`src/rtl/ps2_frame_pkg.sv`:
```
package ps2_frame_pkg;

  localparam int DATA_BITS = 8;
  localparam int FRAME_BITS = 11; // start, data, parity, stop

  // parity bit that leaves an odd number of ones across data and parity
  function automatic logic odd_parity(input logic [DATA_BITS-1:0] data);
    return ~(^data);
  endfunction

  typedef enum logic [3:0] {
    idle,
    rx_clk_low,
    rx_clk_high,
    rx_sample,
    rx_finish,
    tx_inhibit,
    tx_request,
    tx_wait_first_fall,
    tx_shift,
    tx_wait_rise,
    tx_release,
    tx_wait_ack,
    tx_ack_done
  } ps2_state_t;

endpackage

```
`src/rtl/ps2_timing_pkg.sv`:
```
package ps2_timing_pkg;

  // equal consecutive clock samples needed before a level counts as stable
  localparam int FILTER_DEPTH = 5;

  // all waits in system clock cycles, figured for a 12 MHz clock
  localparam int DEFAULT_INHIBIT_CYCLES = 1200; // 100 us
  localparam int DEFAULT_REQUEST_CYCLES = 240;  // 20 us
  localparam int DEFAULT_SETTLE_CYCLES = 63;

endpackage

```
`src/rtl/ps2_line_filter.sv`:
```
`timescale 1ns/1ps

module ps2_line_filter
  import ps2_timing_pkg::*;
(
  input  logic clk,
  input  logic rst,
  input  logic ps2_clk_in,
  input  logic ps2_data_in,
  output logic clk_high,
  output logic clk_low,
  output logic data_sync
);

  logic [1:0] clk_meta;
  logic [1:0] data_meta;
  logic [FILTER_DEPTH-1:0] clk_history;

  // both lines idle high, so reset loads ones everywhere
  always_ff @(posedge clk) begin
    if (rst) begin
      clk_meta <= 2'b11;
      data_meta <= 2'b11;
      clk_history <= '1;
    end else begin
      clk_meta <= {clk_meta[0], ps2_clk_in};
      data_meta <= {data_meta[0], ps2_data_in};
      clk_history <= {clk_history[FILTER_DEPTH-2:0], clk_meta[1]};
    end
  end

  // a level is stable only once the whole history agrees on it
  assign clk_high = &clk_history;
  assign clk_low = ~|clk_history;

  assign data_sync = data_meta[1]; // data is steady while the clock is low

endmodule

```
`src/rtl/ps2_delay.sv`:
```
`timescale 1ns/1ps

module ps2_delay #(
  parameter int duration = 1
) (
  input  logic clk,
  input  logic rst,
  input  logic enable,
  output logic done
);

  localparam int width = (duration > 0) ? $clog2(duration + 1) : 1;

  logic [width-1:0] count;

  assign done = (count == width'(duration));

  always_ff @(posedge clk) begin
    if (rst || !enable) begin
      count <= '0;
    end else if (!done) begin
      count <= count + 1'b1; // saturates at duration
    end
  end

endmodule

```
`src/rtl/ps2_host_fsm.sv`:
```
`timescale 1ns/1ps

module ps2_host_fsm
  import ps2_frame_pkg::*;
(
  input  logic                 clk,
  input  logic                 rst,
  input  logic                 clk_high,
  input  logic                 clk_low,
  input  logic                 data_sync,
  input  logic                 tx_start,
  input  logic [DATA_BITS-1:0] tx_data,
  input  logic                 inhibit_done,
  input  logic                 request_done,
  input  logic                 settle_done,
  output logic                 ps2_clk_drive_low,
  output logic                 ps2_data_drive_low,
  output logic                 inhibit_enable,
  output logic                 request_enable,
  output logic                 settle_enable,
  output logic [DATA_BITS-1:0] rx_data,
  output logic                 rx_valid,
  output logic                 rx_error,
  output logic                 tx_ack,
  output logic                 tx_nack,
  output logic                 ready
);

  localparam int count_bits = $clog2(FRAME_BITS + 1);

  ps2_state_t state;
  logic [count_bits-1:0] bit_count;
  logic [FRAME_BITS-1:0] rx_frame;
  logic [FRAME_BITS-2:0] tx_bits; // data LSB first, then parity and stop
  logic ack_seen;
  logic frame_good;

  // rx_frame[0] is the start bit once all eleven bits have been shifted in
  assign frame_good = !rx_frame[0] && rx_frame[FRAME_BITS-1]
                      && (rx_frame[FRAME_BITS-2] == odd_parity(rx_frame[DATA_BITS:1]));

  assign ready = (state == idle);
  assign inhibit_enable = (state == tx_inhibit);
  assign request_enable = (state == tx_request);
  assign settle_enable = (state == tx_wait_first_fall);

  always_ff @(posedge clk) begin
    if (rst) begin
      state <= idle;
      bit_count <= '0;
      ps2_clk_drive_low <= 1'b0;
      ps2_data_drive_low <= 1'b0;
      rx_valid <= 1'b0;
      rx_error <= 1'b0;
      tx_ack <= 1'b0;
      tx_nack <= 1'b0;
    end else begin
      rx_valid <= 1'b0;
      rx_error <= 1'b0;
      tx_ack <= 1'b0;
      tx_nack <= 1'b0;

      case (state)
        idle: begin
          bit_count <= '0;
          if (clk_low) begin // device clocking wins over a request
            state <= rx_sample;
          end else if (tx_start) begin
            ps2_clk_drive_low <= 1'b1;
            state <= tx_inhibit;
          end
        end

        rx_sample: begin
          bit_count <= bit_count + 1'b1;
          state <= rx_clk_low;
        end

        rx_clk_low: begin
          if (clk_high) begin
            state <= (bit_count == count_bits'(FRAME_BITS)) ? rx_finish : rx_clk_high;
          end
        end

        rx_clk_high: begin
          if (clk_low) begin
            state <= rx_sample;
          end
        end

        rx_finish: begin
          rx_valid <= frame_good;
          rx_error <= !frame_good;
          state <= idle;
        end

        tx_inhibit: begin
          if (inhibit_done) begin
            ps2_data_drive_low <= 1'b1; // start bit
            state <= tx_request;
          end
        end

        tx_request: begin
          if (request_done) begin
            ps2_clk_drive_low <= 1'b0; // hand the clock back to the device
            state <= tx_wait_first_fall;
          end
        end

        // the released clock needs time to read high through the filter
        tx_wait_first_fall: begin
          if (settle_done && clk_low) begin
            state <= tx_shift;
          end
        end

        tx_shift: begin
          if (clk_low) begin
            ps2_data_drive_low <= !tx_bits[0];
            bit_count <= bit_count + 1'b1;
            state <= tx_wait_rise;
          end
        end

        tx_wait_rise: begin
          if (clk_high) begin
            if (bit_count == count_bits'(FRAME_BITS - 1)) begin
              state <= tx_release;
            end else begin
              state <= tx_shift;
            end
          end
        end

        tx_release: begin
          ps2_data_drive_low <= 1'b0; // the device owns data for the acknowledge
          state <= tx_wait_ack;
        end

        tx_wait_ack: begin
          if (clk_low) begin
            state <= tx_ack_done;
          end
        end

        tx_ack_done: begin
          if (clk_high) begin
            tx_ack <= ack_seen;
            tx_nack <= !ack_seen;
            state <= idle;
          end
        end

        default: begin
          state <= idle;
        end
      endcase
    end
  end

  // receive frame, transmit shift register and the acknowledge sample
  always_ff @(posedge clk) begin
    if (state == rx_sample) begin
      rx_frame <= {data_sync, rx_frame[FRAME_BITS-1:1]}; // first bit ends up at bit 0
    end
    if (state == rx_finish && frame_good) begin
      rx_data <= rx_frame[DATA_BITS:1];
    end
    if (state == idle) begin
      tx_bits <= {1'b1, odd_parity(tx_data), tx_data};
    end else if (state == tx_shift && clk_low) begin
      tx_bits <= {1'b1, tx_bits[FRAME_BITS-2:1]};
    end
    if (state == tx_wait_ack && clk_low) begin
      ack_seen <= !data_sync; // the device pulls data low to acknowledge
    end
  end

endmodule

```
`src/rtl/ps2_host.sv`:
```
`timescale 1ns/1ps

module ps2_host
  import ps2_frame_pkg::*, ps2_timing_pkg::*;
#(
  parameter int inhibit_cycles = DEFAULT_INHIBIT_CYCLES,
  parameter int request_cycles = DEFAULT_REQUEST_CYCLES,
  parameter int settle_cycles = DEFAULT_SETTLE_CYCLES
) (
  input  logic                 clk,
  input  logic                 rst,
  input  logic                 ps2_clk_in,
  input  logic                 ps2_data_in,
  input  logic                 tx_start,
  input  logic [DATA_BITS-1:0] tx_data,
  output logic                 ps2_clk_drive_low,
  output logic                 ps2_data_drive_low,
  output logic [DATA_BITS-1:0] rx_data,
  output logic                 rx_valid,
  output logic                 rx_error,
  output logic                 tx_ack,
  output logic                 tx_nack,
  output logic                 ready
);

  logic clk_high;
  logic clk_low;
  logic data_sync;
  logic inhibit_enable;
  logic inhibit_done;
  logic request_enable;
  logic request_done;
  logic settle_enable;
  logic settle_done;

  ps2_line_filter line_filter (
    .clk        (clk),
    .rst        (rst),
    .ps2_clk_in (ps2_clk_in),
    .ps2_data_in(ps2_data_in),
    .clk_high   (clk_high),
    .clk_low    (clk_low),
    .data_sync  (data_sync)
  );

  // clock held low before the request
  ps2_delay #(.duration(inhibit_cycles)) inhibit_delay (
    .clk   (clk),
    .rst   (rst),
    .enable(inhibit_enable),
    .done  (inhibit_done)
  );

  ps2_delay #(.duration(request_cycles)) request_delay (
    .clk   (clk),
    .rst   (rst),
    .enable(request_enable),
    .done  (request_done)
  );

  ps2_delay #(.duration(settle_cycles)) settle_delay (
    .clk   (clk),
    .rst   (rst),
    .enable(settle_enable),
    .done  (settle_done)
  );

  ps2_host_fsm fsm (
    .clk               (clk),
    .rst               (rst),
    .clk_high          (clk_high),
    .clk_low           (clk_low),
    .data_sync         (data_sync),
    .tx_start          (tx_start),
    .tx_data           (tx_data),
    .inhibit_done      (inhibit_done),
    .request_done      (request_done),
    .settle_done       (settle_done),
    .ps2_clk_drive_low (ps2_clk_drive_low),
    .ps2_data_drive_low(ps2_data_drive_low),
    .inhibit_enable    (inhibit_enable),
    .request_enable    (request_enable),
    .settle_enable     (settle_enable),
    .rx_data           (rx_data),
    .rx_valid          (rx_valid),
    .rx_error          (rx_error),
    .tx_ack            (tx_ack),
    .tx_nack           (tx_nack),
    .ready             (ready)
  );

endmodule

```
`config.mk`:
```
export PLATFORM = sky130hd
export DESIGN_NAME = ps2_host
export DESIGN_NICKNAME = d
export VERILOG_FILES = /design/src/rtl/ps2_frame_pkg.sv /design/src/rtl/ps2_timing_pkg.sv /design/src/rtl/ps2_line_filter.sv /design/src/rtl/ps2_delay.sv /design/src/rtl/ps2_host_fsm.sv /design/src/rtl/ps2_host.sv
export SDC_FILE = /design/constraint.sdc
export NUM_CORES = 1
export LEC_CHECK = 0
export ABC_AREA = 1
export BUFFER_PORTS_ARGS = -buffer_cell sky130_fd_sc_hd__buf_2
export CAP_MARGIN = 20
export CORE_UTILIZATION = 40
export DETAILED_ROUTE_END_ITERATION = 8
export PLACE_DENSITY = 0.66
export SETUP_SLACK_MARGIN = 0.1
export SYNTH_ARGS = -nofsm -noshare
export SYNTH_HDL_FRONTEND = slang
export SYNTH_HIERARCHICAL = 1
export SYNTH_SLANG_ARGS = --single-unit
```
`constraint.sdc`:
```
create_clock -name clk -period 2.25 [get_ports clk]
set_clock_uncertainty 0.05 [all_clocks]
set_input_delay 0.3375 -clock clk [delete_from_list [all_inputs] [get_ports clk]]
set_output_delay 0.3375 -clock clk [all_outputs]
set_load 0.02 [all_outputs]
```
* Yosys cells after proc, flatten, opt, wreduce, memory -nomap -nowiden
Index checks and enable logic that the tools add are counted.
** Storage, ports and cells
- Memories kept :: 0
- Bits in read-only memories :: 0
- Output and inout port bits :: 15
- Bits in registers :: 77
- Latch bits :: 0
- Input port bits :: 13
- RAM bits :: 0
** Cells by class
- Multiplexer cells :: 25
- Equality and inequality tests :: 30
- Reductions and logical operators :: 33
- Add/sub/neg operators :: 4
- Bitwise operators :: 5
- Divide/modulo/power cells :: 0
- Multiply operators :: 0
- Shifts and indexed selects :: 0
- $lt $le $gt $ge :: 0
** Operators by type and width (number)
- $mux 4 :: 12
- $pmux 4 s12 :: 1
- $eq 4x4->1 const B :: 7
- $mux 9 :: 2
- $eq 4x3->1 const B :: 4
- $reduce_xor 8->1 :: 2
- $ne 2x2->1 const B :: 7
- $pmux 4 s3 :: 1
- $add 11x1->11 const B :: 1
- $eq 11x11->1 const B :: 1
- $reduce_and 10->1 :: 1
- $logic_not 1->1 :: 9
- $add 8x1->8 const B :: 1
- $eq 4x2->1 const B :: 2
- $eq 8x8->1 const B :: 1
- $ne 2x1->1 const B :: 4
- $add 6x1->6 const B :: 1
- $eq 6x6->1 const B :: 1
- $logic_and 1x1->1 :: 6
- $reduce_bool 3->1 :: 2
- $mux 1 :: 5
- $not 1->1 :: 5
- $reduce_and 5->1 :: 1
- $reduce_or 5->1 :: 1
- other kinds (16) :: 19

* Longest topological paths before layout
Gate-level depths: netlist (run 1).
- Depth in word-level cells :: 5
- Gate-level depth with buffers :: 14

* Hierarchy
The synthesis (run 1) kept the hierarchy.
** By module, submodules not included
- ps2_host_fsm :: cells each 255, sequential area each 1151.1 um2, area each 2114.5 um2, instances 1
- ps2_delay (inhibit_delay) :: cells each 89, sequential area each 220.2 um2, area each 611.8 um2, instances 1
- ps2_delay (request_delay) :: cells each 62, sequential area each 160.2 um2, area each 410.4 um2, instances 1
- ps2_delay (settle_delay) :: cells each 47, sequential area each 120.1 um2, area each 310.3 um2, instances 1
- ps2_line_filter :: cells each 29, sequential area each 180.2 um2, area each 271.5 um2, instances 1

* Worst setup path before layout (run 1)
OpenSTA, ideal clock, no wires.
- Path type :: register to register
- From :: register fsm.rx_frame[2]
- To :: register fsm.rx_data[0], enable pin
- Stages on the path, launching flop included :: 9
- Path buffers :: 0
- Arrival time :: 1.475 ns
- Period minus slack after synthesis :: 1.896 ns
- Setup slack :: 0.354 ns
- Data required time :: 1.830 ns
- Cells stage by stage :: edfxtp_1 -> or2_2 -> nand2_1 -> nand2_1 -> nand2_1 -> nand2_1 -> nand3_1 -> nand3_1 -> nor2_1
** Between the ends
- Word-level cells in the longest chain between the ends :: 5
** RTL lines
- start, declared :: line ps2_host_fsm.sv:33 : logic [FRAME_BITS-1:0] rx_frame;
- start signal, assigned :: line ps2_host_fsm.sv:165 : rx_frame <= {data_sync, rx_frame[FRAME_BITS-1:1]};
- $reduce_xor 8->1 :: line ps2_frame_pkg.sv:8 : return ~(^data);
- $not 1->1 :: line ps2_frame_pkg.sv:8
- $eq 1x1->1 :: line ps2_host_fsm.sv:40 : && (rx_frame[FRAME_BITS-2] == odd_parity(rx_frame[DATA_BITS:1]));
- $logic_and 1x1->1 :: line ps2_host_fsm.sv:40
- $logic_and 1x1->1 :: line ps2_host_fsm.sv:167 : if (state == rx_finish && frame_good) begin
- end signal, assigned :: line ps2_host_fsm.sv:168 : rx_data <= rx_frame[DATA_BITS:1];
- end, declared :: line ps2_host_fsm.sv:21 : output logic [DATA_BITS-1:0] rx_data,
Every way passes these cells.
A chain may end at the register's enable or synchronous reset.

* Final worst setup path (run 1)
- From :: register fsm.state[0]
- To :: output port ready
** Between the ends
- Word-level cells in the longest chain between the ends :: 1
** RTL lines
- start, declared :: line ps2_host_fsm.sv:31 : ps2_state_t state;
- start signal, assigned :: line ps2_host_fsm.sv:49 : state <= idle;
- start signal, assigned :: line ps2_host_fsm.sv:67 : state <= rx_sample;
- start signal, assigned :: line ps2_host_fsm.sv:70 : state <= tx_inhibit;
- $logic_not 4->1 :: line ps2_host_fsm.sv:42 : assign ready = (state == idle);
- end, declared :: line ps2_host.sv:23 : output logic ready
Every way passes these cells.

==> metrics, run 1 <==
dpl cells=618; worst-margin pin slew=around 0.43 ns; DRT Wirelength=6877 um; final antenna diode count=0; Compound-Gate Fraction of Synth Area=5.249%; Ys Warns=6; Comb pwr share=about 27%; fin cells=~630; net load switching power=roughly 0.0014 W; clock buffer depth=2; hold buffer count at cts=0; DRC violations left=5; Worst-path clk slew=0.08 ns; post-cts sizing count=0; largest net degree at the start of global routing=15; Setup WS pre-CTS=~0.45 ns; Crit path max-delay family=buffers and inverters; routed vias=3028; CTS buffer count=9; Pint=~0.0027 W; CP max FO=12; clock share of power=approximately 29%; signal arrival time at the worst endpoint=about 1.5 ns; power share of the sequential group=~45%; leading post-synthesis cells by cell area=dfxtp_1, edfxtp_1, nand2_1, nor2_1, inv_1; Adder-Cell Fraction of Synth Area=under 10%; Setup-failing EPs final=0; DRT antenna net count=0; Die ar.=around 0.0097 mm2; Row Count=34; Slew headroom=between 70 and 80%; fraction of the mapped netlist area in simple logic gates=33.51%; Worst Setup SP=fsm/state[0]$_SDFFE_PP0P_; Core Region=just under 0.009 mm2; Final HPWL DP=roughly 5100 um; f_max=0.5430 GHz; IO Count=28; Seq cells post-synth=77; Routability Congestion=roughly 0.94; failing checks=design-rule violations; DRT iter0 DRCs=a little under 200; fin util=between 40% and 50%; slowest CP cell=dfxtp_1; worst skew pair latency=~0.34 ns; DR WL/cell=roughly 11 um; fraction of layout cells with a size suffix above 1=about 14%; Tot GR Track Use=15.29%; htree depth=3; run status=finished, violations left; Yosys top cell by area=dfxtp_1; synthesized area per cell=around 7.7 um2; Worst Setup End Kind=output port; synth unique cells=30; clk root buf=clkbuf_8; RSZ-0062 raised after global routing=false; largest family of logic cells by synthesized area=simple AND/OR/NAND/NOR gates; synthesized area=0.003719 mm2; FFs w/ async S/R, synth=0%; period utilisation layout=around four fifths; Final TNS setup=0 ns; Port Buf Inserts=27; Worst EP required=between 1.5 and 2 ns; commonest non-fill, non-tap cell in the layout=nand2_1; Final Hold Viols=0; drt pass-1 iters=6; net count after synthesis=around 500; VDD IR max=around 420 uV; Post-Synth XOR/XNOR Area=2.826%; Setup CP Type=reg -> out; nets@finish=roughly 540; die height=between 90 and 100 um; Power Density=955.9 mW/mm2; final instance area=between 0.004 and 0.005 mm2; vias in the first global route=between 2000 and 3000; GRT overflow=0; CTS tree=built; Pins Over Slew Limit=0; Sink Count=between 70 and 80; Post-CTS Setup Bufs=0; Final min period=between 1.5 and 2 ns; sequential area share after synthesis=approximately half; critical path startpoint category=register; Initial Utilization=a little over two fifths; vias per cell=between 4 and 5; antenna violations before repair=0; Placed Area=between 0.003 and 0.004 mm2; number of flops mapped to enable cells by yosys=29; CP Cell Sequence=inv_1 > nand2_1 > nor2_2 > buf_4 > buf_2; predominant post-synthesis flop cell=dfxtp_1; Worst R2R Start=inhibit_delay/count[1]$_SDFFE_PP0P_; CP bufs+invs=3; Post-Syn Instances=between 400 and 500; final worst setup slack=between 0.4 and 0.5 ns; Synth-to-Final Area Change=13.49%; CP max stage delay=about 0.35 ns; first-pass GRT wire length=approximately 12000 um; MaxCap Viol Count=0; commonest cells after routing, fill and taps aside=nand2_1, nor2_1, inv_1, dfxtp_1, edfxtp_1; Leakage=roughly 1.8 nW; area fraction of the dominant cell type after synthesis=between 20% and 30%; min-delay src=ps2_clk_in; switching share of power=about 34%; Hold/Removal Path Class=in -> reg; proportion of synthesized area in mux cells=0%; Die Span X=98.42 um
==> kinds of logic after synthesis <==
family,after synthesis
AND/OR/NAND/NOR,283
XOR/XNOR,12
flip-flops,77
AO/OA/AOI/OAI,37
buffers and inverters,66
adder cells (fa/ha/maj),7
==> stage by stage <==
step | total power, W | hold WS (ns)
floorplan | 0.002633 | 0.3332
global placement | 0.002878 | 0.3334
detailed placement | 0.002903 | 0.3379
CTS | 0.004068 | 0.1019
global route | 0.004319 | 0.1051
finish | 0.004034 | 0.1172
==> worst paths after layout <==
kind | endpoint | slack [ns] | cells past startpoint
max reg2reg | fsm/state[1]$_SDFFE_PP0P_ | 0.43 | 13
min | line_filter/clk_meta[0]$_SDFF_PP1_ | 0.12 | 2
min reg2reg | line_filter/clk_meta[1]$_SDFF_PP1_ | 0.35 | 1
max | ready | 0.41 | 5
==> layer usage <==
| metal | part of all wire (%) | vias up | routed length [um] | track usage (%) |
|---|---|---|---|---|
| li1 | - | 1604 | - | - |
| met1 | 50 | 1351 | 3453 | 20.54 |
| met2 | 44 | 64 | 3039 | 23.78 |
| met3 | 4.0 | 9 | 277 | 3.333 |
| met4 | 1.6 | 0 | 107 | 6.774 |
| met5 | 0 | - | 0 | 0 |
==> power groups by stage <==
stage / Combinational [W] / Sequential, W / Clock, W
2_1_floorplan: 0.000810 / 0.00182 / 0
3_5_place_dp: 0.00108 / 0.00183 / 0
6_report: 0.00108 / 0.00179 / 0.00116
5_1_grt: 0.00124 / 0.00182 / 0.00125
4_1_cts: 0.00108 / 0.00179 / 0.00119
3_3_place_gp: 0.00106 / 0.00182 / 0
==> worst register-to-register path, delay by kind of cell, from the launching register on <==
kind / cells / cell delay (ns)
buffers and inverters: 3 / 0.21
AND/OR/NAND/NOR: 9 / 0.92
flip-flops: 1 / 0.35
adder cells (fa/ha/maj): 1 / 0.19
==> registers in the layout, indices dropped and copies added (netlist names), 2 cells and up <==
signal	count
fsm/bit_count	4
fsm/rx_data	8
fsm/rx_frame	11
fsm/state	4
fsm/tx_bits	9
inhibit_delay/count	11
line_filter/clk_history	5
line_filter/clk_meta	2
line_filter/data_meta	2
request_delay/count	8
settle_delay/count	6
==> final cells by class <==
class / instances / area [um2]
tap: 108 / 135.1
clock buffer: 9 / 123.9
timing repair buffer: 30 / 157.7
multi-input combinational: 339 / 1634
fill: 880 / 4628
clock inverter: 7 / 97.59
sequential: 77 / 1832
inverter: 64 / 240.2
==> cells in the mapped netlist, types with 2 or more instances <==
library cell,instances
nand2_2,6
nor3_1,6
nor2_4,5
xnor2_1,10
edfxtp_1,29
inv_2,5
nand3_2,5
ha_1,7
o21ai_1,2
o21ai_0,10
dfxtp_1,48
inv_1,58
nor2_1,78
xor2_1,2
nor2_2,4
a21oi_1,21
nand4_1,11
nand3_1,22
nand2_1,136
nand3b_1,2
or2_1,6
Power figures use the tool's default switching activity.
==> run 2: changes to the inputs <==
--- a/config.mk
+++ b/config.mk
@@ -10,7 +10,7 @@
 export CAP_MARGIN = 20
 export CORE_UTILIZATION = 40
 export DETAILED_ROUTE_END_ITERATION = 8
-export PLACE_DENSITY = 0.66
+export PLACE_DENSITY = 0.68
 export SETUP_SLACK_MARGIN = 0.1
 export SYNTH_ARGS = -nofsm -noshare
 export SYNTH_HDL_FRONTEND = slang
==> constraint.sdc (replaced) <==
create_clock -name clk -period 1.6 [get_ports clk]
set_clock_uncertainty 0.05 [all_clocks]
set_input_delay 0.24 -clock clk [delete_from_list [all_inputs] [get_ports clk]]
set_output_delay 0.24 -clock clk [all_outputs]
set_load 0.02 [all_outputs]
==> run 2 against run 1 <==
The run ends with design-rule violations, negative setup slack left. Global-route usage grew 0.96 points. Cell count increased by 7.3%. Largest cell class unchanged. Via count grew 8.5%. Flip-flop and latch count stayed put. Critical path depth up 3. Highest routed layer unchanged.
==> metrics, run 2 (synthesized netlist as in run 1, its figures left out) <==
run status=finished, violations left; final worst setup slack=-0.2014 ns; Sink Count=between 70 and 80; dpl cells=approximately 640; drt pass-1 iters=6; fin cells=680; fin util=a little over half; # fillers=slightly above 800; Worst EP required=roughly 1.6 ns; Die Span X=98.42 um; Row Count=34; DRT Wirelength=between 7000 and 8000 um; critical path startpoint category=register; vias per cell=between 4 and 5; Worst Hold Margin=~0.026 ns; Power Density=~1300 mW/mm2; period utilisation layout=112.6%; DRT antenna net count=0; Slew headroom=about four fifths; failing checks=design-rule violations, negative setup slack; Routability Congestion=a little under 0.9; final antenna diode count=0; largest net degree at the start of global routing=15; Port Buf Inserts=27; GRT overflow=0; f_max=0.5551 GHz; vias in the first global route=approximately 3100; Synth-to-Final Area Change=29.07%; CTS tree=built; Initial Utilization=42.02%; largest registers=fsm/rx_frame x11, inhibit_delay/count x11, fsm/tx_bits x9; CP Cell Sequence=or2_4 > nand2_2 > nand2_2 > nand3_2 > nand2_1 > nand2_1 > nand3_2 > nor2_4; Seq. cell area=roughly 0.0019 mm2; slowest CP cell=edfxtp_1; die height=around 100 um; clock buffer depth=2; Pins Over Slew Limit=0; worst-margin pin slew=about 0.32 ns; clk root buf=clkbuf_8; fraction of layout cells with a size suffix above 1=31.47%; first-pass GRT wire length=around 13000 um; IO Count=28; Setup CP Type=reg -> reg; nets@finish=587; CP max FO=8; CTS buffer count=9; DRT iter0 DRCs=~240; Setup-failing EPs final=9; Hold/Removal Path Class=in -> reg; CP max stage delay=roughly 0.44 ns; Final HPWL DP=between 5000 and 6000 um; Final min period=approximately 1.8 ns; commonest non-fill, non-tap cell in the layout=nand2_1; Leakage=2.056 nW; MaxCap Viol Count=0; worst skew pair latency=0.34 ns; Final TNS setup=-1.651 ns; DR WL/cell=roughly 11 um; Die ar.=0.009686 mm2; Tot GR Track Use=between 10% and 20%; RSZ-0062 raised after global routing=true; routed vias=around 3300; Core Region=0.008848 mm2; antenna violations before repair=0; Worst Setup End Kind=register; Final Hold Viols=0; VDD IR max=between 700 and 800 uV; commonest cells after routing, fill and taps aside=nand2_1, nor2_1, inv_1, buf_4, dfxtp_1; DRC violations left=3; Worst-path clk slew=0.09 ns; signal arrival time at the worst endpoint=1.79 ns; htree depth=3; area of the multi-input gates=roughly 0.0018 mm2
## run 2: final cells by class
class	instances	share of cell area [%]
sequential	77	38.61
tap	108	2.815
inverter	64	5.162
clock inverter	6	1.460
timing repair buffer	76	10.84
multi-input combinational	339	38.45
clock buffer	10	2.659
## run 2: power by group
part	internal (W)	total [W]	leakage [nW]	switching, W
Combinational	0.000771	0.00200	1.31	0.00123
Clock	0.000732	0.00146	0.0895	0.000726
Sequential	0.00239	0.00256	0.660	0.000166
## run 2: layer usage
metal  GRT usage [%]  share of wire (%)  vias to the layer above  wire [um]
li1                -                  -                     1705          -
met1           19.37                 44                     1492       3356
met2           28.66                 51                       76       3892
met3           4.043                3.6                       13        276
met4           5.511                1.8                        0        140
met5               0                  0                        -          0
## run 2: worst paths after layout
| path | slack [ns] | startpoint | endpoint | depth (start not counted) |
|---|---|---|---|---|
| hold reg to reg | 0.36 | line_filter/clk_meta[1]$_SDFF_PP1_ | line_filter/clk_history[0]$_SDFF_PP1_ | 1 |
| setup reg to reg | -0.20 | fsm/rx_frame[2]$_DFFE_PP_ | fsm/rx_data[4]$_DFFE_PP_ | 8 |
| setup / recovery | -0.20 | fsm/rx_frame[2]$_DFFE_PP_ | fsm/rx_data[4]$_DFFE_PP_ | 8 |
| hold / removal | 0.03 | ps2_clk_in | line_filter/clk_meta[0]$_SDFF_PP1_ | 2 |
## run 2: stage by stage
stage | power [W] | cell area (um2) | setup WS [ns]
after floorplan | 0.003744 | 3782 | -0.03153
after global placement | 0.004168 | 4250 | -0.1060
after detailed placement | 0.004210 | 4250 | -0.1584
after CTS | 0.005777 | 4569 | -0.1232
after global routing | 0.006418 | 4800 | -0.2976
final | 0.006011 | 4800 | -0.2014
## run 2: repair_timing
item,in CTS,in global routing
pin swaps,5,10
gates resized for setup,13,60
endpoints found under the setup margin,30,53
buffers inserted,11,10
gates cloned,0,0
hold buffers,0,0
## run 2: worst max-delay path, delay by kind of cell (launching register included)
family	cells	cell delay, ns
DFF	1	0.44
and+or+nand+nor	8	1.00
